--- src/common/riscv_pkg.sv ---
`default_nettype none

package riscv_pkg;

  ////////////////////////////////////////////////////////////
  // widths
  ////////////////////////////////////////////////////////////
  localparam int XLEN       = 64;
  localparam int INST_W     = 32;
  localparam int REG_ADDR_W = 5;

  localparam logic [XLEN-1:0] RESET_PC = '0;

  ////////////////////////////////////////////////////////////
  // major opcodes
  ////////////////////////////////////////////////////////////
  localparam logic [6:0] OPC_OP        = 7'b0110011;
  localparam logic [6:0] OPC_OP_IMM    = 7'b0010011;
  localparam logic [6:0] OPC_OP_32     = 7'b0111011;
  localparam logic [6:0] OPC_OP_IMM_32 = 7'b0011011;
  localparam logic [6:0] OPC_LUI       = 7'b0110111;
  localparam logic [6:0] OPC_AUIPC     = 7'b0010111;

  ////////////////////////////////////////////////////////////
  // control and forwarding types
  ////////////////////////////////////////////////////////////
  typedef enum logic [3:0] {
    ALU_ADD,
    ALU_SUB,
    ALU_SLL,
    ALU_SLT,
    ALU_SLTU,
    ALU_XOR,
    ALU_SRL,
    ALU_SRA,
    ALU_OR,
    ALU_AND,
    ALU_PASS_B   // lui
  } alu_op_t;

  typedef enum logic [1:0] {
    FWD_REG = 2'b00,
    FWD_MEM = 2'b01,
    FWD_WB  = 2'b10
  } fwd_sel_t;

  typedef struct packed {
    logic    regw;   // write rd
    logic    asel;   // operand a is pc
    logic    bsel;   // operand b is imm
    logic    word;   // 32-bit op, sign-extended
    alu_op_t aluop;
  } ctrl_t;

  ////////////////////////////////////////////////////////////
  // stage payloads
  ////////////////////////////////////////////////////////////
  typedef struct packed {
    logic              valid;
    logic [XLEN-1:0]   pc;
    logic [INST_W-1:0] inst;
  } fd_t;

  typedef struct packed {
    logic                  valid;
    logic [XLEN-1:0]       pc;
    logic [REG_ADDR_W-1:0] rs1addr;
    logic [REG_ADDR_W-1:0] rs2addr;
    logic [XLEN-1:0]       rs1data;
    logic [XLEN-1:0]       rs2data;
    logic [REG_ADDR_W-1:0] rdaddr;
    logic [XLEN-1:0]       imm;
    ctrl_t                 ctrl;
  } de_t;

  typedef struct packed {
    logic                  valid;
    logic                  regw;
    logic [REG_ADDR_W-1:0] rdaddr;
    logic [XLEN-1:0]       result;
  } em_t;

  typedef em_t mw_t;   // memory stage only carries the result on

endpackage

`default_nettype wire

--- src/source/riscv_hazard_unit.sv ---
`timescale 1ns/1ps
`default_nettype none

module riscv_hazard_unit
  import riscv_pkg::*;
(
  input  de_t      i_de,
  input  em_t      i_em,
  input  mw_t      i_mw,
  output fwd_sel_t o_fwda,
  output fwd_sel_t o_fwdb
);

  // regw is already clear for rd 0, decode gates it
  function automatic fwd_sel_t pick_fwd(input logic [REG_ADDR_W-1:0] rs);
    if (i_em.regw && (i_em.rdaddr == rs)) begin
      return FWD_MEM;   // youngest result wins
    end else if (i_mw.regw && (i_mw.rdaddr == rs)) begin
      return FWD_WB;
    end
    return FWD_REG;
  endfunction

  assign o_fwda = pick_fwd(i_de.rs1addr);
  assign o_fwdb = pick_fwd(i_de.rs2addr);

  // x0 must always read as zero from the register file
  always_comb begin
    if (i_de.rs1addr == '0) assert (o_fwda == FWD_REG);
    if (i_de.rs2addr == '0) assert (o_fwdb == FWD_REG);
  end

endmodule

`default_nettype wire

--- config.mk ---
export PLATFORM = sky130hd
export DESIGN_NAME = riscv_hazard_unit
export DESIGN_NICKNAME = d
export VERILOG_FILES = /design/src/common/riscv_pkg.sv /design/src/source/riscv_hazard_unit.sv
export SDC_FILE = /design/constraint.sdc
export NUM_CORES = 1
export LEC_CHECK = 0
export BUFFER_PORTS_ARGS = -buffer_cell sky130_fd_sc_hd__buf_2
export CORE_AREA = 3 3 163 165
export DETAILED_ROUTE_END_ITERATION = 10
export DIE_AREA = 0 0 166 168
export GPL_ROUTABILITY_DRIVEN = 0
export PLACE_DENSITY = 0.32
export SETUP_SLACK_MARGIN = 0.4
export SLEW_MARGIN = 30
export SYNTH_ARGS = -nofsm -noshare
export SYNTH_HDL_FRONTEND = slang
export SYNTH_SLANG_ARGS = --single-unit
--- constraint.sdc ---
create_clock -name vclk -period 0.8
set_input_delay 0 -clock vclk [all_inputs]
set_output_delay 0 -clock vclk [all_outputs]
set_load 0.02 [all_outputs]
## Word level (Yosys, flattened, before mapping)

Cells that the tools add are included.

- Eq/ne operators: 4
- Mux-type cells: 10
- Reduce and logical (&&, ||, !) cells: 4

Operator list:

| kind | count |
|---|---|
| == test 5 bit | 4 |
| two-way mux 2 bit | 6 |
| logical AND 1 bit | 4 |
| two-way mux 1 bit | 4 |

- Word-level logic and storage cells: 18
- Register bits: 0
- Input port bits: 422

## Depth between registers and ports, before layout

- Word-level depth: 5
- Mapped depth: 3
- Gate-level depth less buffers: 3

## Worst setup path after synthesis

No wires, ideal clock.

- Path type: input port to output port
- From: in i_em[64] (netlist bit)
- To: out o_fwda[1]
- Arrival time: 0.864 ns
- Setup slack: -0.064 ns
- Buffers on the path: 0
- Stages on the path: 3
- Cells stage by stage: xor2_1 -> nor4_2 -> a311oi_1

- Word-level cells in the longest chain between the ends: 4
- Elaborated cells between the ends (all ways): 5
- Classes of those cells: eq/ne: 1; mux: 3; reduce/logical: 1

RTL lines:

| item | line | text |
|---|---|---|
| from (decl) | riscv_hazard_unit.sv:8 | `input em_t i_em,` |
| == test 5 bit * | riscv_hazard_unit.sv:16 | `if (i_em.regw && (i_em.rdaddr == rs)) begin` |
| logical AND 1 bit * | riscv_hazard_unit.sv:16 |  |
| two-way mux 2 bit / two-way mux 1 bit (equally long branches) | riscv_hazard_unit.sv:16 |  |
| two-way mux 2 bit * | riscv_hazard_unit.sv:21 | `return FWD_REG;` |
| to (decl) | riscv_hazard_unit.sv:10 | `output fwd_sel_t o_fwda,` |

Every way passes the cells marked *; elsewhere a longest branch is shown, timed or not.

## Final worst setup path

- From: in i_em[67] (netlist bit)
- To: out o_fwda[0]

Same word-level chain as after synthesis.

==> results.md <==
- Outcome: complete, but fails checks
- Violated checks: negative setup slack
- Slew margin rel.: 0.833
- Nets@finish: 486
- Initial drt markers: 2
- WL final: 2.12 mm
- Hold violation count in the final report: 0
- Leading cell type in the layout, fill and taps excluded: buf_2
- Die X: 166 microns
- VDD IR max: 0.169 mV
- Most frequent cells in the layout: 12 x buf_2, 9 x buf_6, 8 x xnor2_1
- Cell-internal power: 221 uW
- Vias/cell: 0.865
- DR vias: 339
- Post-Synthesis Cells: 30
- FF/Latch Area: 0 sq um
- Critical-path maximum fanout: 2
- Crit Path Category: input port to output port
- Worst-Margin Slew: 0.248 ns
- Chip height: 168 microns
- Worst Path Arrival: 0.95 ns
- GRT Total Usage: 0.0147
- Power per cell area: 377 nW/um^2
- Row count: 58
- Vias in the first global route: 409
- Combinational power share: 1.000
- Synth Area in Adders: 0
- Max-slew violations: 0
- Delay of the slowest cell on the worst path: 0.31 ns
- Simple-gate share of the synthesized area: 0.230
- Min-Delay Path Class: input port to output port
- Critical Path Start Type: input port
- Global-route wire length before repair: 2.92 mm
- RSZ-0062 raised after global routing: yes
- Average cell area after synthesis: 8.34 sq um
- # diodes: 0
- Finished Cell Area: 1090 sq um
- Crit path max-delay cell type: nor4_4
- Clock network fraction of design power: 0
- Initial antenna violation count: 0
- CTS Hold Bufs: 0
- First-pass DRT Iterations: 2
- Non-filler cells, final: 392
- WL per Instance: 5.41 microns
- Switching power: 190 uW
- Worst path required time: 0.80 ns
- Area growth syn-to-layout: 336%
- Sequential cell area fraction in the yosys report: 0
- Part of the power in registers: 0
- Filler Cells Inserted: 2959
- Grt total ovfl: 0
- Ports: 426
- Final setup vio count: 4
- Number of max-cap violations: 0
- DRC errors left: 0
- Largest net degree at the start of global routing: 5
- Fmax: 1.05 GHz
- Setup WS post-layout: -0.150 ns
- Synth unique cells: 7
- Largest family of logic cells by synthesized area: XOR/XNOR gates
- Placed cells: 392
- Leakage: 0.282 nW
- Crit path capture type: output port
- Cell area after synthesis: 250 sq um
- Seq Cell Count: 0
- Full die area: 27900 sq um
- Final min period: 0.950 ns
- Post-route ant nets: 0
- Post-Syn Nets: 452
- Starting density of the core: 0.00994
- Crit-path cells: buf_2, xor2_1, nor4_4, and3_4, buf_6
- Post-synthesis mux area share: 0
- Synth Area in Compound Gates: 0.0700
- Synth warnings: 0
- Clkbuf count: 0
- Final Power: 412 uW
- Layout cell share with drive strength beyond 1: 0.806
- Area post-placement: 861 sq um
- Multi-input logic area: 404 sq um
- Final worst-path cycle share: 1.19
- Core area: 25200 sq um
- Port bufs: 26
- Switching Fraction: 0.463
- Post-synthesis xor/xnor area fraction: 0.700
==> area by class of cell <==
type,count,area share
multi-input combinational,30,0.370
tap,330,0.378
timing repair buffer,32,0.251
==> layer usage <==
| layer | up-vias | wire length (microns) | track usage |
|---|---|---|---|
| met2 | 17 | 956 | 0.0235 |
| met3 | 0 | 94 | 0.00258 |
| met5 | - | 0 | 0 |
| met1 | 157 | 1070 | 0.0218 |
| li1 | 165 | - | - |
| met4 | 0 | 0 | 0 |
==> logic make-up (layout without fill, tap and decap cells) <==
group | count (synthesis) | count (layout)
XOR/XNOR | 20 | 20
AND/OR/NAND/NOR | 8 | 8
buffers and inverters | 0 | 32
AO/OA/AOI/OAI | 2 | 2
==> cells in the mapped netlist <==
| library cell | count | area [sq um] |
|---|---|---|
| a311oi_1 | 2 | 17.5 |
| and3_1 | 2 | 12.5 |
| nand2_1 | 2 | 7.51 |
| nand4_1 | 2 | 12.5 |
| nor4_2 | 2 | 25.0 |
| xnor2_1 | 12 | 105 |
| xor2_1 | 8 | 70.1 |
==> worst paths after layout <==
kind / start / end / slack [ns] / cells after the start
min: i_em[69] / o_fwdb[1] / 0.39 / 3
max: i_em[67] / o_fwda[0] / -0.15 / 5
==> worst max-delay path, delay by kind of cell <==
family,cells,cell delay (ns)
and+or+nand+nor,2,0.53
buffers and inverters,2,0.24
xor gates and xnor gates,1,0.18
==> what timing repair did <==
item                                    4_1_cts  5_1_grt
gates cloned                                  0        0
resized for setup                            21       28
endpoints found under the setup margin        4        4
pin swaps                                     4       12
setup buffers                                 0        0
==> power by group through the flow <==
stage	clock (mW)	sequential (mW)	combinational [mW]
final	0	0	0.412
after global routing	0	0	0.450
after CTS	0	0	0.357
after detailed placement	0	0	0.294
after global placement	0	0	0.300
after floorplan	0	0	0.115
==> through the flow <==
step,utilization,setup TNS [ns],setup slack (ns),hold WS (ns)
floorplan,-,0,0.0644,0.116
global placement,0.0342,-1.02,-0.306,0.396
detailed placement,0.0342,-0.981,-0.311,0.398
CTS,0.0385,-0.655,-0.187,0.400
global route,0.0433,-0.785,-0.225,0.420
finish,0.0433,-0.522,-0.150,0.395
No activity file was read; power rests on OpenSTA's default activity.
