==> config.mk <==
export PLATFORM = sky130hd
export DESIGN_NAME = riscv_pipe_reg
export DESIGN_NICKNAME = d
export VERILOG_FILES = /design/src/common/riscv_pkg.sv /design/src/source/riscv_pipe_reg.sv
export SDC_FILE = /design/constraint.sdc
export NUM_CORES = 1
export LEC_CHECK = 0
export ABC_AREA = 0
export BUFFER_PORTS_ARGS = -buffer_cell sky130_fd_sc_hd__buf_2
export CAP_MARGIN = 15
export CORE_MARGIN = 2
export CORE_UTILIZATION = 37
export CTS_BUF_LIST = sky130_fd_sc_hd__clkbuf_8 sky130_fd_sc_hd__clkbuf_16
export DETAILED_ROUTE_END_ITERATION = 10
export PLACE_DENSITY_LB_ADDON = 0.08
export SLEW_MARGIN = 10
export SYNTH_ARGS = -nofsm -noshare
export SYNTH_HDL_FRONTEND = slang
export SYNTH_SLANG_ARGS = --single-unit
==> constraint.sdc <==
create_clock -name i_clk -period 0.8 [get_ports i_clk]
set_input_delay 0.04 -clock i_clk [delete_from_list [all_inputs] [get_ports i_clk]]
set_output_delay 0.04 -clock i_clk [all_outputs]
set_load 0.01 [all_outputs]
==> src/common/riscv_pkg.sv <==
`default_nettype none

package riscv_pkg;

  ////////////////////////////////////////////////////////////
  // widths
  ////////////////////////////////////////////////////////////
  localparam int XLEN       = 64;
  localparam int INST_W     = 32;
  localparam int REG_ADDR_W = 5;

  localparam logic [XLEN-1:0] RESET_PC = '0;

  ////////////////////////////////////////////////////////////
  // major opcodes
  ////////////////////////////////////////////////////////////
  localparam logic [6:0] OPC_OP        = 7'b0110011;
  localparam logic [6:0] OPC_OP_IMM    = 7'b0010011;
  localparam logic [6:0] OPC_OP_32     = 7'b0111011;
  localparam logic [6:0] OPC_OP_IMM_32 = 7'b0011011;
  localparam logic [6:0] OPC_LUI       = 7'b0110111;
  localparam logic [6:0] OPC_AUIPC     = 7'b0010111;

  ////////////////////////////////////////////////////////////
  // control and forwarding types
  ////////////////////////////////////////////////////////////
  typedef enum logic [3:0] {
    ALU_ADD,
    ALU_SUB,
    ALU_SLL,
    ALU_SLT,
    ALU_SLTU,
    ALU_XOR,
    ALU_SRL,
    ALU_SRA,
    ALU_OR,
    ALU_AND,
    ALU_PASS_B   // lui
  } alu_op_t;

  typedef enum logic [1:0] {
    FWD_REG = 2'b00,
    FWD_MEM = 2'b01,
    FWD_WB  = 2'b10
  } fwd_sel_t;

  typedef struct packed {
    logic    regw;   // write rd
    logic    asel;   // operand a is pc
    logic    bsel;   // operand b is imm
    logic    word;   // 32-bit op, sign-extended
    alu_op_t aluop;
  } ctrl_t;

  ////////////////////////////////////////////////////////////
  // stage payloads
  ////////////////////////////////////////////////////////////
  typedef struct packed {
    logic              valid;
    logic [XLEN-1:0]   pc;
    logic [INST_W-1:0] inst;
  } fd_t;

  typedef struct packed {
    logic                  valid;
    logic [XLEN-1:0]       pc;
    logic [REG_ADDR_W-1:0] rs1addr;
    logic [REG_ADDR_W-1:0] rs2addr;
    logic [XLEN-1:0]       rs1data;
    logic [XLEN-1:0]       rs2data;
    logic [REG_ADDR_W-1:0] rdaddr;
    logic [XLEN-1:0]       imm;
    ctrl_t                 ctrl;
  } de_t;

  typedef struct packed {
    logic                  valid;
    logic                  regw;
    logic [REG_ADDR_W-1:0] rdaddr;
    logic [XLEN-1:0]       result;
  } em_t;

  typedef em_t mw_t;   // memory stage only carries the result on

endpackage

`default_nettype wire

==> src/source/riscv_pipe_reg.sv <==
`timescale 1ns/1ps
`default_nettype none

module riscv_pipe_reg
  import riscv_pkg::*;
#(
  parameter type T = em_t
) (
  input  logic i_clk,
  input  logic i_rst_n,
  input  T     i_d,
  output T     o_q
);

  always_ff @(posedge i_clk or negedge i_rst_n) begin
    if (!i_rst_n) begin
      o_q <= '0;   // empty payload, valid clear
    end else begin
      o_q <= i_d;
    end
  end

  // an empty slot only fills from a valid input
  a_valid_from_input : assert property (
    @(posedge i_clk) disable iff (!i_rst_n)
    (!o_q.valid && !i_d.valid) |=> !o_q.valid
  );

endmodule

`default_nettype wire
Word level (Yosys, flattened, before mapping). Index checks and enable logic that the tools add are counted.

Flip-flop bits (word level): 71. Latch bits: 0. Memory bits (writable): 0. Memory bits (read-only): 0. Word-level logic and storage cells: 4. Memories: 0.

$add $sub $neg: 0. Multiply operators: 0. Divide/modulo/power cells: 0. Order comparisons: 0. Equal/unequal tests: 0. Shift operators: 0. Multiplexer cells: 0. Bitwise logic cells: 0. Reductions and logical operators: 0.

Logic depth before layout (Yosys ltp). Gate-level depths: netlist (run 1).

Depth after elaboration: 0. Depth in mapped cells: 0. Depth with buffers taken out: 0.

Worst setup path after synthesis (run 1). Ideal clock, no wire load.

Kind: register to output. From: reg o_q[0] (netlist bit). To: out o_q[0] (netlist bit). Data arrival time: 0.376 ns. Data required time: 0.760 ns. Path slack: 0.384 ns. Cell stages (with the launch flop): 1. Path buffers: 0. Cells stage by stage: dfrtp_1.

RTL lines: start: declaration (RTL line riscv_pipe_reg.sv:12) `output T o_q`; start signal: assignment (RTL line riscv_pipe_reg.sv:19) `o_q <= i_d;`.

No word-level cell between the ends.

Final worst setup path (run 1).
From: reg o_q[62] (netlist bit). To: out o_q[62] (netlist bit).

No word-level cell between the ends.

==> impl_metrics.ini, run 1 <==
[clocking]
cts_tree = yes
clkTransAtPathRegs_ps = 80
clk_path_buf_depth = 2
numCtsBuffers = 9
cts_setup_buffers = 0
clockRootBuffer = clkbuf_8
h-tree-depth = 3
numClockSinks = 71

[layout]
instances_no_fill = 358
num-nets-final = 372
reg_top3 = o_q (71)
drive_above_1_share_pct = 52.96
largest_reg_flops = 71
register_area_sq_um = 1777
synthToLayoutAreaGrowth_pct = 100.1
regMostFlops = o_q
nFillCells = 281
multi_input_cells = 0
n_antenna_cell = 0
multi_input_comb_area_sq_um = 0
design_area_sq_um = 3556

[timing]
layout_setup_ws_ps = -107.8
min_period_over_period_pct = 113.5
slew_headroom_pct = 87.57
finalCriticalPeriod_ps = 907.8
slew_violations = 0
tightest_slew_ps = 186.4
finalSetupViolCount = 71
finalHoldViolCount = 0
fmax_mhz = 1102
rsz0062_at_grt = yes

[placed_design]
hpwl_um = 3138
dp_slack_ps = 270.1
place_congestion = 0.6675
dp_cells = 270
port_buffers = 143
dpl_cell_area_sq_um = 2600

[yosys]
yosysMostFrequentCell = dfrtp_1
yosysWarnings = 0
synth_edf_count = 0
synth_top_cell_by_area = dfrtp_1
synthesis.area_sq_um = 1777
avgSynthCellArea_sq_um = 25.02
ys_seq_area_share_pct = 100.0
syn_inst = 71
yosysTopAreaCellShare_pct = 100.0
synthTopCellsByArea = dfrtp_1
synth_cell_types = 1
synth.ff_latch_count = 71
synthFlopType = dfrtp_1
synth-async-reset-ratio_pct = 100.0
synthTopCellsByCount = dfrtp_1
synth_nets = 144

[setup_path]
slowest_delay_ps = 390
crit_buf_inv = 1
worstPathMaxFanout = 1
crit_chain = buf_2
startpoint_type = flop
crit_required_ps = 760
crit_family = flip-flops
worstPathArrival_ps = 870
crit_path_end_kind = output port
slowest_stage = dfrtp_1
critical_path_class = reg2out

[outcome]
status = complete, but fails checks
violations = negative setup slack

[global_routing]
antenna_found_initial = 0
overflow = 0
grt_first_pass_wirelength_um = 7065
track_usage_pct = 18.31
grt_max_degree = 37
grt_pass1_vias = 1630

[floorplanning]
num_io_pins = 144
design.die.area_sq_um = 5372
start_util_pct = 38.12
die_w_um = 73.30
core-area_sq_um = 4661
core.rowCount = 25
die_h_um = 73.30

[pwr]
powerDensity_nw_per_um2 = 2078
power_mw = 7.388
leakage_nw = 1.820
ir_worst_vdd_mv = 1.524

[detailed_routing]
routed_wl_um = 4726
viasPerCell = 4.089
remaining_drc_errors = 0
drtIter0Drc = 55
drtAntennaViolNets = 0
post_drt_wl_per_cell_um = 13.20
vias = 1464
drtPass1Iterations = 3

[run]
maxCapViolCount = 0

[min_path]
worstHoldPathType = in2async
==> routing by layer <==
layer / GRT usage [%] / part of all wire, %
met5: 0 / 0
met4: 10.91 / 1.5
met3: 5.487 / 8.4
met2: 31.83 / 54
met1: 19.55 / 36
==> area by class of cell <==
cell class / instances / area share, %
Clock buffer: 10 / 3.871
Clock inverter: 6 / 1.689
Sequential cell: 71 / 49.96
Tap cell: 54 / 1.900
Timing Repair Buffer: 217 / 42.58
==> where the power goes <==
group          leakage, nW  internal (mW)  total, mW  switching [mW]
registers            0.827           3.77       3.82          0.0492
logic                0.895          0.510      0.844           0.333
clock network       0.0981           1.51       2.73            1.22
==> layout by cell type (no fill, tap or decap) <==
| cell | Yosys | layout |
|---|---|---|
| bufinv_16 | 0 | 1 |
| buf_2 | 0 | 137 |
| clkbuf_8 | 0 | 10 |
| dfrtp_1 | 71 | 71 |
| dlygate4sd3_1 | 0 | 72 |
| buf_6 | 0 | 6 |
| clkinvlp_4 | 0 | 2 |
| clkinv_2 | 0 | 3 |
| buf_12 | 0 | 2 |
==> timing repair <==
action	CTS	global route
endpoints found under the hold margin	142	0
resized for setup	0	6
setup endpoints to repair	71	71
hold buffers	72	0
==> stage by stage <==
step	TNS [ps]	hold WS (ps)	util [%]
4_1_cts	-5475	281.1	75.49
6_report	-4272	272.8	76.30
2_1_floorplan	0	-255.6	-
3_3_place_gp	0	57.06	55.79
3_5_place_dp	0	60.42	55.79
5_1_grt	-7193	294.0	76.30
==> cells by family (layout without fill, tap and decap cells) <==
kind of cell / after synthesis / after routing / share of synthesized area, %
DFF: 71 / 71 / 100.0
buffers and inverters: 0 / 233 / 0
==> worst paths after layout <==
check / cells after the start / slack (ps) / from / endpoint
setup / recovery: 1 / -110 / o_q[62] / o_q[62]
hold / removal: 3 / 270 / i_rst_n / o_q[45]
max in group asynchronous: 3 / 350 / i_rst_n / o_q[61]
min in group i_clk: 2 / 350 / i_d[57] / o_q[57]
Power figures use the tool's default switching activity.
==> run 2, diff against run 1 <==
SKIP_CTS_REPAIR_TIMING = 1   (was default)
==> run 2 against run 1 <==
Against the previous run: the run still ends with negative setup slack left; final area is the same; non-clock buffer count unchanged; total power is 0.11% higher.
==> impl_metrics.ini, run 2 (synthesis gave the netlist of run 1 again) <==
[timing]
finalHoldViolCount = 0
setup_tns_ps = -4370
fmax_mhz = 1101
finalSetupViolCount = 71
min_period_over_period_pct = 113.6
slew_headroom_pct = 87.61
layout_setup_ws_ps = -108.5
finalCriticalPeriod_ps = 908.5
holdWs_ps = 280.4
tightest_slew_ps = 185.8
slew_violations = 0
rsz0062_at_grt = yes

[pwr]
ir_worst_vdd_mv = 1.536
p_comb_share_pct = 11.5
switching_share_pct = 21.78
power_frac_clock_pct = 36.9
leakage_nw = 1.820
powerDensity_nw_per_um2 = 2080
cellInternalPower_mw = 5.786
power.switching_mw = 1.611
p_seq_share_pct = 51.6

[setup_path]
crit_buf_inv = 1
crit_family = flip-flops
slowest_stage = dfrtp_1
startpoint_type = flop
crit_required_ps = 760
critPathLaunch = o_q[62]
critical_path_depth = 1
critPathCapture = o_q[62]
worstPathArrival_ps = 870
slowest_delay_ps = 390
worstPathMaxFanout = 1
crit_chain = buf_2
crit_path_end_kind = output port
critical_path_class = reg2out

[placed_design]
place_congestion = 0.6675
port_buffers = 143
hpwl_um = 3138
dp_slack_ps = 270.1

[layout]
reg_top3 = o_q (71)
synthToLayoutAreaGrowth_pct = 100.1
regMostFlops = o_q
drive_above_1_share_pct = 52.96
nFillCells = 280
largest_reg_flops = 71
layout_common_cells = buf_2, dlygate4sd3_1, dfrtp_1
multi_input_comb_area_sq_um = 0
num-nets-final = 372
final_common_cell = buf_2
multi_input_cells = 0
n_antenna_cell = 0

[floorplanning]
core.rowCount = 25
die_w_um = 73.30
die_h_um = 73.30
core-area_sq_um = 4661
start_util_pct = 38.12
num_io_pins = 144
design.die.area_sq_um = 5372

[clocking]
clk_path_buf_depth = 2
numCtsBuffers = 9
cts_tree = yes
h-tree-depth = 3
clkTransAtPathRegs_ps = 70
clockRootBuffer = clkbuf_8
numClockSinks = 71

[detailed_routing]
remaining_drc_errors = 0
vias = 1458
drtIter0Drc = 46
drtAntennaViolNets = 0
drtPass1Iterations = 4
viasPerCell = 4.073
routed_wl_um = 4859
post_drt_wl_per_cell_um = 13.57

[global_routing]
grt_pass1_vias = 1222
grt_max_degree = 37
antenna_found_initial = 0
track_usage_pct = 14.82
overflow = 0
grt_first_pass_wirelength_um = 5616

[min_path]
worstHoldPathType = in2async

[outcome]
violations = negative setup slack
status = complete, but fails checks

[run]
maxCapViolCount = 0
[run 2: cell counts in the layout (fill, tap and decap cells not counted)]
Identical to the previous run, type by type.
[run 2: area by class of cell]
type                  count  area (sq um)  area share, %
clock inverter            6         60.06          1.689
timing repair buffer    217          1514          42.58
sequential               71          1777          49.96
clock buffer             10         137.6          3.871
tap                      54         67.56          1.900
[run 2: worst min-delay path by stage]
stage / end / slack (ps) / cells after the start / start
after floorplan: o_q[0] / -260 / 0 / i_rst_n
after global placement: o_q[4] / 60 / 2 / i_rst_n
after detailed placement: o_q[0] / 60 / 2 / i_rst_n
after CTS: o_q[62] / -300 / 2 / i_rst_n
after global routing: o_q[62] / 290 / 3 / i_rst_n
final: o_q[59] / 280 / 3 / i_rst_n
[run 2: power groups by stage]
stage | clock (mW) | combinational [mW] | sequential (mW)
5_1_grt | 2.96 | 0.921 | 3.83
3_3_place_gp | 0 | 0.547 | 3.87
2_1_floorplan | 0 | 0 | 3.99
6_report | 2.73 | 0.847 | 3.82
3_5_place_dp | 0 | 0.558 | 3.88
4_1_cts | 2.80 | 0.558 | 3.81
[run 2: per-stage QoR]
stage / instances / cell area [sq um] / total power [mW] / util (%)
floorplan: 71 / 1777 / 3.990 / -
global placement: 270 / 2600 / 4.420 / 55.79
detailed placement: 270 / 2600 / 4.439 / 55.79
CTS: 286 / 2798 / 7.172 / 60.03
global route: 358 / 3556 / 7.716 / 76.30
finish: 358 / 3556 / 7.397 / 76.30
[run 2: routing by layer]
layer / vias up / wire, um / track usage (%)
met4: 0 / 74 / 10.30
li1: 673 / - / -
met5: - / 0 / 0
met1: 700 / 1764 / 16.06
met3: 7 / 405 / 6.584
met2: 78 / 2615 / 23.22
