### src/common/riscv_pkg.sv
`default_nettype none

package riscv_pkg;

  ////////////////////////////////////////////////////////////
  // widths
  ////////////////////////////////////////////////////////////
  localparam int XLEN       = 64;
  localparam int INST_W     = 32;
  localparam int REG_ADDR_W = 5;

  localparam logic [XLEN-1:0] RESET_PC = '0;

  ////////////////////////////////////////////////////////////
  // major opcodes
  ////////////////////////////////////////////////////////////
  localparam logic [6:0] OPC_OP        = 7'b0110011;
  localparam logic [6:0] OPC_OP_IMM    = 7'b0010011;
  localparam logic [6:0] OPC_OP_32     = 7'b0111011;
  localparam logic [6:0] OPC_OP_IMM_32 = 7'b0011011;
  localparam logic [6:0] OPC_LUI       = 7'b0110111;
  localparam logic [6:0] OPC_AUIPC     = 7'b0010111;

  ////////////////////////////////////////////////////////////
  // control and forwarding types
  ////////////////////////////////////////////////////////////
  typedef enum logic [3:0] {
    ALU_ADD,
    ALU_SUB,
    ALU_SLL,
    ALU_SLT,
    ALU_SLTU,
    ALU_XOR,
    ALU_SRL,
    ALU_SRA,
    ALU_OR,
    ALU_AND,
    ALU_PASS_B   // lui
  } alu_op_t;

  typedef enum logic [1:0] {
    FWD_REG = 2'b00,
    FWD_MEM = 2'b01,
    FWD_WB  = 2'b10
  } fwd_sel_t;

  typedef struct packed {
    logic    regw;   // write rd
    logic    asel;   // operand a is pc
    logic    bsel;   // operand b is imm
    logic    word;   // 32-bit op, sign-extended
    alu_op_t aluop;
  } ctrl_t;

  ////////////////////////////////////////////////////////////
  // stage payloads
  ////////////////////////////////////////////////////////////
  typedef struct packed {
    logic              valid;
    logic [XLEN-1:0]   pc;
    logic [INST_W-1:0] inst;
  } fd_t;

  typedef struct packed {
    logic                  valid;
    logic [XLEN-1:0]       pc;
    logic [REG_ADDR_W-1:0] rs1addr;
    logic [REG_ADDR_W-1:0] rs2addr;
    logic [XLEN-1:0]       rs1data;
    logic [XLEN-1:0]       rs2data;
    logic [REG_ADDR_W-1:0] rdaddr;
    logic [XLEN-1:0]       imm;
    ctrl_t                 ctrl;
  } de_t;

  typedef struct packed {
    logic                  valid;
    logic                  regw;
    logic [REG_ADDR_W-1:0] rdaddr;
    logic [XLEN-1:0]       result;
  } em_t;

  typedef em_t mw_t;   // memory stage only carries the result on

endpackage

`default_nettype wire

### src/source/riscv_fetch.sv
`timescale 1ns/1ps
`default_nettype none

module riscv_fetch
  import riscv_pkg::*;
(
  input  logic              i_clk,
  input  logic              i_rst_n,
  input  logic              i_inst_valid,
  input  logic [INST_W-1:0] i_inst,
  output logic [XLEN-1:0]   o_pc,
  output fd_t               o_fd
);

  logic [XLEN-1:0] pc_q;

  always_ff @(posedge i_clk or negedge i_rst_n) begin
    if (!i_rst_n) begin
      pc_q <= RESET_PC;
    end else if (i_inst_valid) begin
      pc_q <= pc_q + XLEN'(4);   // no branches, always sequential
    end
  end

  assign o_pc = pc_q;

  always_comb begin
    o_fd.valid = i_inst_valid;   // low makes a bubble
    o_fd.pc    = pc_q;
    o_fd.inst  = i_inst;
  end

  a_pc_hold : assert property (
    @(posedge i_clk) disable iff (!i_rst_n)
    !i_inst_valid |=> (o_pc == $past(o_pc))
  );

endmodule

`default_nettype wire

### config.mk
export PLATFORM = sky130hd
export DESIGN_NAME = riscv_fetch
export DESIGN_NICKNAME = d
export VERILOG_FILES = /design/src/common/riscv_pkg.sv /design/src/source/riscv_fetch.sv
export SDC_FILE = /design/constraint.sdc
export NUM_CORES = 1
export LEC_CHECK = 0
export BUFFER_PORTS_ARGS = -buffer_cell sky130_fd_sc_hd__buf_2
export CORE_ASPECT_RATIO = 1.5
export CORE_MARGIN = 8
export CORE_UTILIZATION = 42
export CTS_CLUSTER_SIZE = 16
export DETAILED_ROUTE_END_ITERATION = 6
export PLACE_DENSITY = 0.89
export SETUP_SLACK_MARGIN = 0.02
export SYNTH_ARGS = -nofsm -noshare
export SYNTH_HDL_FRONTEND = slang
export SYNTH_SLANG_ARGS = --single-unit
### constraint.sdc
create_clock -name i_clk -period 1.7 [get_ports i_clk]
set_clock_uncertainty 0.05 [all_clocks]
set_input_delay 0.425 -clock i_clk [delete_from_list [all_inputs] [get_ports i_clk]]
set_output_delay 0.425 -clock i_clk [all_outputs]
set_load 0.02 [all_outputs]
# After elaboration in Yosys (flattened, before gate mapping)
# Index checks and enable logic that the tools add are counted.
[classes]
addsub = 1
[ops]
columns = ["op", "count"]
rows = [
  ["$add A64 B3 Y64 const B", 1],
]
[totals]
regBits = 64
inputBits = 35
out_inout_bits = 161
wordCells = 2

# Logic depth before layout (Yosys ltp)
# Gate-level depths: netlist of the first run.
[depth]
ltp_word = 1
depth_mapped = 7
depth_no_buf = 6

# Least setup slack after synthesis of the first run
# Ideal clock, no wire load.
[synth_path]
kind = "register to register"
startpoint = "reg pc_q[2] (netlist: o_pc[2])"
endpoint = "reg pc_q[54] (netlist: o_pc[54])"
setup_ns = 0.080
t_arrival_ns = 1.882
required_time_ns = 1.570
slack_ns = -0.312
stages_incl_launch_ff = 7
path_buffers = 0
period_less_slack_ns = 2.012
cell_sequence = "dfrtp_1 -> ha_1 -> nand4_1 -> nor4_4 -> nand3_2 -> nor4_2 -> xor2_1"
[synth_via]
elab_chain_cells = 1
[synth_lines]
columns = ["item", "line", "source"]
rows = [
  ["start, declared", "riscv_fetch.sv:15", "logic [XLEN-1:0] pc_q;"],
  ["start signal, assigned", "riscv_fetch.sv:21", "pc_q <= pc_q + XLEN'(4);"],
  ["$add A64 B3 Y64", "riscv_fetch.sv:21", ""],
]
# No other way between the ends.
# A chain may end at the register's enable or synchronous reset.

# Final worst setup path of the first run
[layout_path]
startpoint = "reg pc_q[24] (netlist: o_pc[24])"
endpoint = "reg pc_q[62] (netlist: o_pc[62])"
# Same word-level chain as after synthesis.

==> impl_metrics.tcl, run 1 <==
set metrics [dict create \
    outcome "finished, violations left" \
    violations "negative setup slack" \
    postSynth.asyncResetShare 1.00 \
    switching_share 0.305 \
    cp_slowest_stage_delay_ps 380 \
    p_sw_w 0.00134 \
    fin_crit_ps 1930 \
    critical_path_arrival_ps 2130 \
    synth_most_common_cell "buf_4" \
    cts_root_buf "clkbuf_16" \
    synthesis.area_mm2 0.00378 \
    ant_nets 0 \
    cts_sinks 62 \
    clockPowerShare 0.400 \
    fin_setup_tns_ps -4170 \
    gr-usage-all-layers 0.198 \
    drc 0 \
    synth.area.mux_share 0.00298 \
    largest_register_ffs 62 \
    cp-start-kind "register" \
    hpwl_mm 8.68 \
    crit_path_max_fanout 3 \
    floorplan.io_pins 196 \
    drv_cap 0 \
    crit_chain "nand4_1 -> buf_4 -> nor4_4 -> nand4_1 -> buf_6 -> nor4_4 -> xor2_1" \
    start_util 0.431 \
    period_share 1.13 \
    timing.hold.ws_ps 37.8 \
    synth_fa_ha_area_frac 0.00331 \
    dieArea_mm2 0.0124 \
    drtPass1Iterations 4 \
    synth_top_cells_by_area "dfrtp_1 41%, buf_4 20%, xor2_1 7.6%, xnor2_1 6.5%, nand2_1 3.7%" \
    synth-edff-count 0 \
    rsz0062_at_grt "yes" \
    cts_tree "built" \
    maxSlewViolCount 0 \
    avgSynthCellArea_um2 9.75 \
    critPathKind "register to register" \
    instances_no_fill 654 \
    vias 3545 \
    cts_made_buffers 9 \
    grt_overflow 0 \
    place_worst_setup_slack_ps -186 \
    grt_pass1_vias 3916 \
    max_freq_mhz 519 \
    die_width_um 93.5 \
    rows 42 \
    synth_top_family_by_area "simple AND/OR/NAND/NOR gates" \
    ys_seq_area_frac 0.410 \
    synth_flop_cell "dfrtp_1" \
    finalWirelength_mm 13.7 \
    synth_xor_area_frac 0.141 \
    n_antenna_cell 0 \
    synth_compound_area_frac 0 \
    synth_top_cell_area_share 0.410 \
    wl_per_cell_um 20.9 \
    post-place-cells 620 \
    portBuffers 127 \
    grt_max_degree 63 \
    synth_cell_types 27 \
    n_fill_cell 658 \
    clk_pin_slew_worst_paths_ps 50 \
    detail_route.vias_per_cell 5.42 \
    final_nets 575 \
    cts_max_level 3 \
    power.density_mw_per_mm2 788 \
    pwr-share-comb 0.219 \
    yosys.area_share.simple 0.237 \
    hold_path_class "input pin to async pin" \
    critical_path_required_ps 1910 \
    pwr-share-seq 0.380 \
    finalHoldViolCount 0 \
    cp-end-kind "register" \
    coreArea_mm2 0.00878 \
    netlist.top_cell.by_area "dfrtp_1" \
    area_delta_synth_final_pct 47.1 \
    synthTopCellsByCount "99 x buf_4, 62 x dfrtp_1, 37 x nand2_1, 33 x xor2_1, 28 x xnor2_1" \
    final_util 0.634 \
    p_leak_nw 3.15 \
    multiInputGateArea_mm2 0.00200 \
    syn_inst 388 \
    p_int_w 0.00305 \
    gp_congestion 0.877 \
    fin_ws_ps -228 \
    insertion_delay_ps 340 \
    drt_iter0_drc 213 \
    regArea_mm2 0.00158 \
    grt_first_pass_wirelength_mm 19.3 \
    crit_slowest_cell "dfrtp_1" \
    ys_ff_latch 62 \
    finalSetupViolations 41 \
    die-height_um 132 \
    drive_above_1_share 0.656 \
    vdd_drop_max_mv 0.824 \
    clockBufferDepth 2 \
    ys_warn_count 0 \
    hold_buffers 0 \
    antenna_found_initial 0 \
]
[power groups by stage]
stage / registers (W) / logic, W / clock network, W
floorplan: 0.00183 / 0.000528 / 0
global placement: 0.00168 / 0.000900 / 0
detailed placement: 0.00168 / 0.000925 / 0
CTS: 0.00166 / 0.000938 / 0.00177
global route: 0.00167 / 0.00102 / 0.00184
finish: 0.00167 / 0.000961 / 0.00175
[critical path: cells and delay by family (launching register included)]
kind,cells,cell delay [ps]
AND/OR/NAND/NOR,4,830
buffers and inverters,2,390
flip-flops,1,380
XOR/XNOR,1,190
[area by class of cell]
cell class                 count  share of cell area
sequential                    62               0.284
inverter                       2             0.00135
timing repair buffer         241               0.278
multi-input combinational    223               0.360
clock inverter                 4             0.00360
tap                          110              0.0247
clock buffer                  12              0.0479
[stage by stage]
stage	total power (W)	area (um2)
finish	0.00438	5560
global route	0.00453	5560
CTS	0.00437	5110
detailed placement	0.00261	4640
global placement	0.00257	4640
floorplan	0.00235	3910
[timing repair]
| item | in CTS | in global routing |
|---|---|---|
| gates resized for setup | 26 | 66 |
| pin swaps | 12 | 44 |
| setup buffers | 6 | 14 |
| endpoints found under the setup margin | 32 | 48 |
[final timing paths]
kind | endpoint | start | cells after the start | slack (ps)
min in group i_clk | o_pc[2] | i_inst_valid | 3 | 440
min | o_pc[49] | i_rst_n | 2 | 40
max in group asynchronous | o_pc[43] | i_rst_n | 2 | 1250
max reg2reg | o_pc[62] | o_pc[24] | 7 | -230
min reg2reg | o_pc[63] | o_pc[63] | 1 | 450
max | o_pc[62] | o_pc[24] | 7 | -230
[metal layers]
| metal | routed length [um] | global-route usage | vias to the layer above |
|---|---|---|---|
| met4 | 887 | 0.161 | 0 |
| met2 | 7260 | 0.349 | 229 |
| met5 | 0 | 0 | - |
| li1 | - | - | 1516 |
| met1 | 4410 | 0.184 | 1714 |
| met3 | 1140 | 0.0496 | 86 |
[cell families (layout without fill, tap and decap cells)]
| kind of cell | after synthesis | count (layout) |
|---|---|---|
| xor gates and xnor gates | 61 | 61 |
| adders and majority gates | 1 | 1 |
| buffers and inverters | 106 | 259 |
| DFF | 62 | 62 |
| muxes | 1 | 1 |
| other | 1 | 4 |
| and+or+nand+nor | 156 | 156 |
[cell usage in the layout (no fill, tap or decap), types with 3 or more instances in the layout]
cell type	count
nand2_1	30
nor3_2	8
clkinv_2	4
conb_1	4
nand3_1	16
and3_1	6
nor3_4	6
buf_2	127
dfrtp_1	40
nor3_1	3
xor2_1	32
clkbuf_16	9
buf_6	8
xnor2_2	9
nand2_2	5
dfrtp_2	22
nor2_4	4
nand3_2	3
nor2_1	11
buf_4	103
nor2_2	5
nand4_1	20
xnor2_1	19
nor4_2	4
nor4_4	11
clkbuf_8	3
nand3_4	10
No activity file was read; power rests on OpenSTA's default activity.
==> run 2: changes to the inputs <==
--- a/config.mk
+++ b/config.mk
@@ -8,10 +8,11 @@
 export BUFFER_PORTS_ARGS = -buffer_cell sky130_fd_sc_hd__buf_2
 export CORE_ASPECT_RATIO = 1.5
 export CORE_MARGIN = 8
-export CORE_UTILIZATION = 42
+export CORE_UTILIZATION = 43
+export CTS_BUF_LIST = sky130_fd_sc_hd__clkbuf_4 sky130_fd_sc_hd__clkbuf_8
 export CTS_CLUSTER_SIZE = 16
 export DETAILED_ROUTE_END_ITERATION = 6
-export PLACE_DENSITY = 0.89
+export PLACE_DENSITY = 0.91
 export SETUP_SLACK_MARGIN = 0.02
 export SYNTH_ARGS = -nofsm -noshare
 export SYNTH_HDL_FRONTEND = slang
==> impl_metrics.tcl, run 2 (synthesis results as in run 1) <==
set metrics [dict create \
    ant_nets 0 \
    final_cell_mix "112 x buf_2, 110 x buf_4, 40 x dfrtp_1" \
    p_leak_nw 3.29 \
    clockPowerShare 0.327 \
    area_delta_synth_final_pct 50.9 \
    fin_setup_tns_ps -4570 \
    maxSlewViolCount 0 \
    switching_share 0.316 \
    clockBufferDepth 2 \
    critical_path_arrival_ps 2230 \
    clk_pin_slew_worst_paths_ps 80 \
    drc 0 \
    finalWirelength_mm 14.4 \
    fin_crit_ps 2000 \
    insertion_delay_ps 360 \
    gr-usage-all-layers 0.213 \
    final_common_cell "buf_2" \
    violations "negative setup slack" \
    cp-end-kind "register" \
    largest_register_ffs 62 \
    dieArea_mm2 0.0121 \
    portBuffers 127 \
    finalSetupViolations 36 \
    crit_path_max_fanout 3 \
    critical_path_required_ps 1930 \
    finalHoldViolCount 0 \
    rsz0062_at_grt "yes" \
    wl_per_cell_um 21.6 \
    cts_made_buffers 9 \
    cts_root_buf "clkbuf_8" \
    vdd_drop_max_mv 0.734 \
    antenna_found_initial 0 \
    max_freq_mhz 500 \
    rows 42 \
    cts_max_level 3 \
    grt_overflow 0 \
    cts_sinks 62 \
    die_width_um 92.6 \
    crit_chain "nand4_1 -> buf_4 -> nor2_2 -> buf_4 -> nand4_1 -> nor4_2 -> xor2_1" \
    start_util 0.436 \
    p_int_w 0.00304 \
    hpwl_mm 8.90 \
    instances_no_fill 666 \
    grt_pass1_vias 3909 \
    hold_path_class "input pin to async pin" \
    n_antenna_cell 0 \
    n_fill_cell 593 \
    grt_first_pass_wirelength_mm 19.9 \
    pwr-share-comb 0.300 \
    drv_cap 0 \
    detail_route.vias_per_cell 5.51 \
    hold_buffers 0 \
    coreArea_mm2 0.00867 \
    cp-start-kind "register" \
    final_nets 587 \
    power.density_mw_per_mm2 778 \
    p_total_w 0.00444 \
    grt_max_degree 63 \
    pwr-share-seq 0.372 \
    fin_ws_ps -300 \
    critPathKind "register to register" \
    post-place-cells 615 \
    vias 3668 \
    drive_above_1_share 0.665 \
    crit_slowest_cell "dfrtp_1" \
    cp_slowest_stage_delay_ps 360 \
    floorplan.io_pins 196 \
    die-height_um 131 \
    cts_tree "built" \
    p_sw_w 0.00140 \
    rrSetupSlack_ps -300 \
    outcome "finished, violations left" \
    gp_congestion 0.938 \
    drtPass1Iterations 4 \
    period_share 1.18 \
    drt_iter0_drc 269 \
]
run 2: changes by cell type in the layout (fill, tap and decap cells not counted), moves of 4 or more:
cell	previous run	this run
nand3_4	10	5
buf_4	103	110
buf_2	127	112
nand3_2	3	11
clkbuf_8	3	9
buf_6	8	27
nor3_2	8	4
clkbuf_16	9	1
run 2: layer usage:
| layer | GRT usage | wire length [um] | vias up |
|---|---|---|---|
| met5 | 0 | 0 | - |
| met4 | 0.177 | 1240 | 0 |
| met3 | 0.0743 | 1190 | 113 |
| met2 | 0.383 | 7540 | 243 |
| met1 | 0.187 | 4390 | 1773 |
| li1 | - | - | 1539 |
run 2: what timing repair did:
item	in CTS	in global routing
setup endpoints to repair	35	60
gates cloned	0	2
pin swaps	22	61
resized for setup	39	90
setup buffers	22	16
hold endpoints to repair	0	0
run 2: worst max-delay path, delay by kind of cell (launching register included):
| kind | cells | cell delay, ps |
|---|---|---|
| simple gates | 4 | 970 |
| buf+inv | 2 | 380 |
| flops | 1 | 360 |
| xor+xnor | 1 | 180 |
run 2: path summary, 6_finish.rpt:
| check | startpoint | endpoint | cells after the start |
|---|---|---|---|
| max | o_pc[25] | o_pc[42] | 7 |
| max reg2reg | o_pc[25] | o_pc[42] | 7 |
| min | i_rst_n | o_pc[45] | 2 |
| min in group i_clk | i_inst_valid | o_pc[2] | 3 |
| min reg2reg | o_pc[63] | o_pc[63] | 1 |
| max in group asynchronous | i_rst_n | o_pc[2] | 2 |
run 2: cell type report:
cell class	instances	area (um2)	area share
clock inverters	7	88.8	0.0156
clock buffers	9	124	0.0217
well taps	110	138	0.0241
inverters	2	7.51	0.00131
flip-flops and latches	62	1580	0.277
repair buffers	253	1770	0.310
multi-input cells	223	2000	0.351
run 2: power groups by stage:
| stage | logic (W) | registers (W) | clock network (W) |
|---|---|---|---|
| finish | 0.00133 | 0.00165 | 0.00145 |
| global route | 0.00140 | 0.00166 | 0.00153 |
| CTS | 0.00109 | 0.00164 | 0.00143 |
| detailed placement | 0.000897 | 0.00168 | 0 |
| global placement | 0.000873 | 0.00168 | 0 |
| floorplan | 0.000528 | 0.00183 | 0 |
run 2: stage by stage:
step	hold WS, ps	util	cell area [um2]	setup slack, ps
2_1_floorplan	79.4	-	3910	-152
3_3_place_gp	405	0.532	4610	-92.5
3_5_place_dp	412	0.532	4610	-187
4_1_cts	41.8	0.597	5170	-139
5_1_grt	39.6	0.658	5710	-369
6_report	27.6	0.658	5710	-300
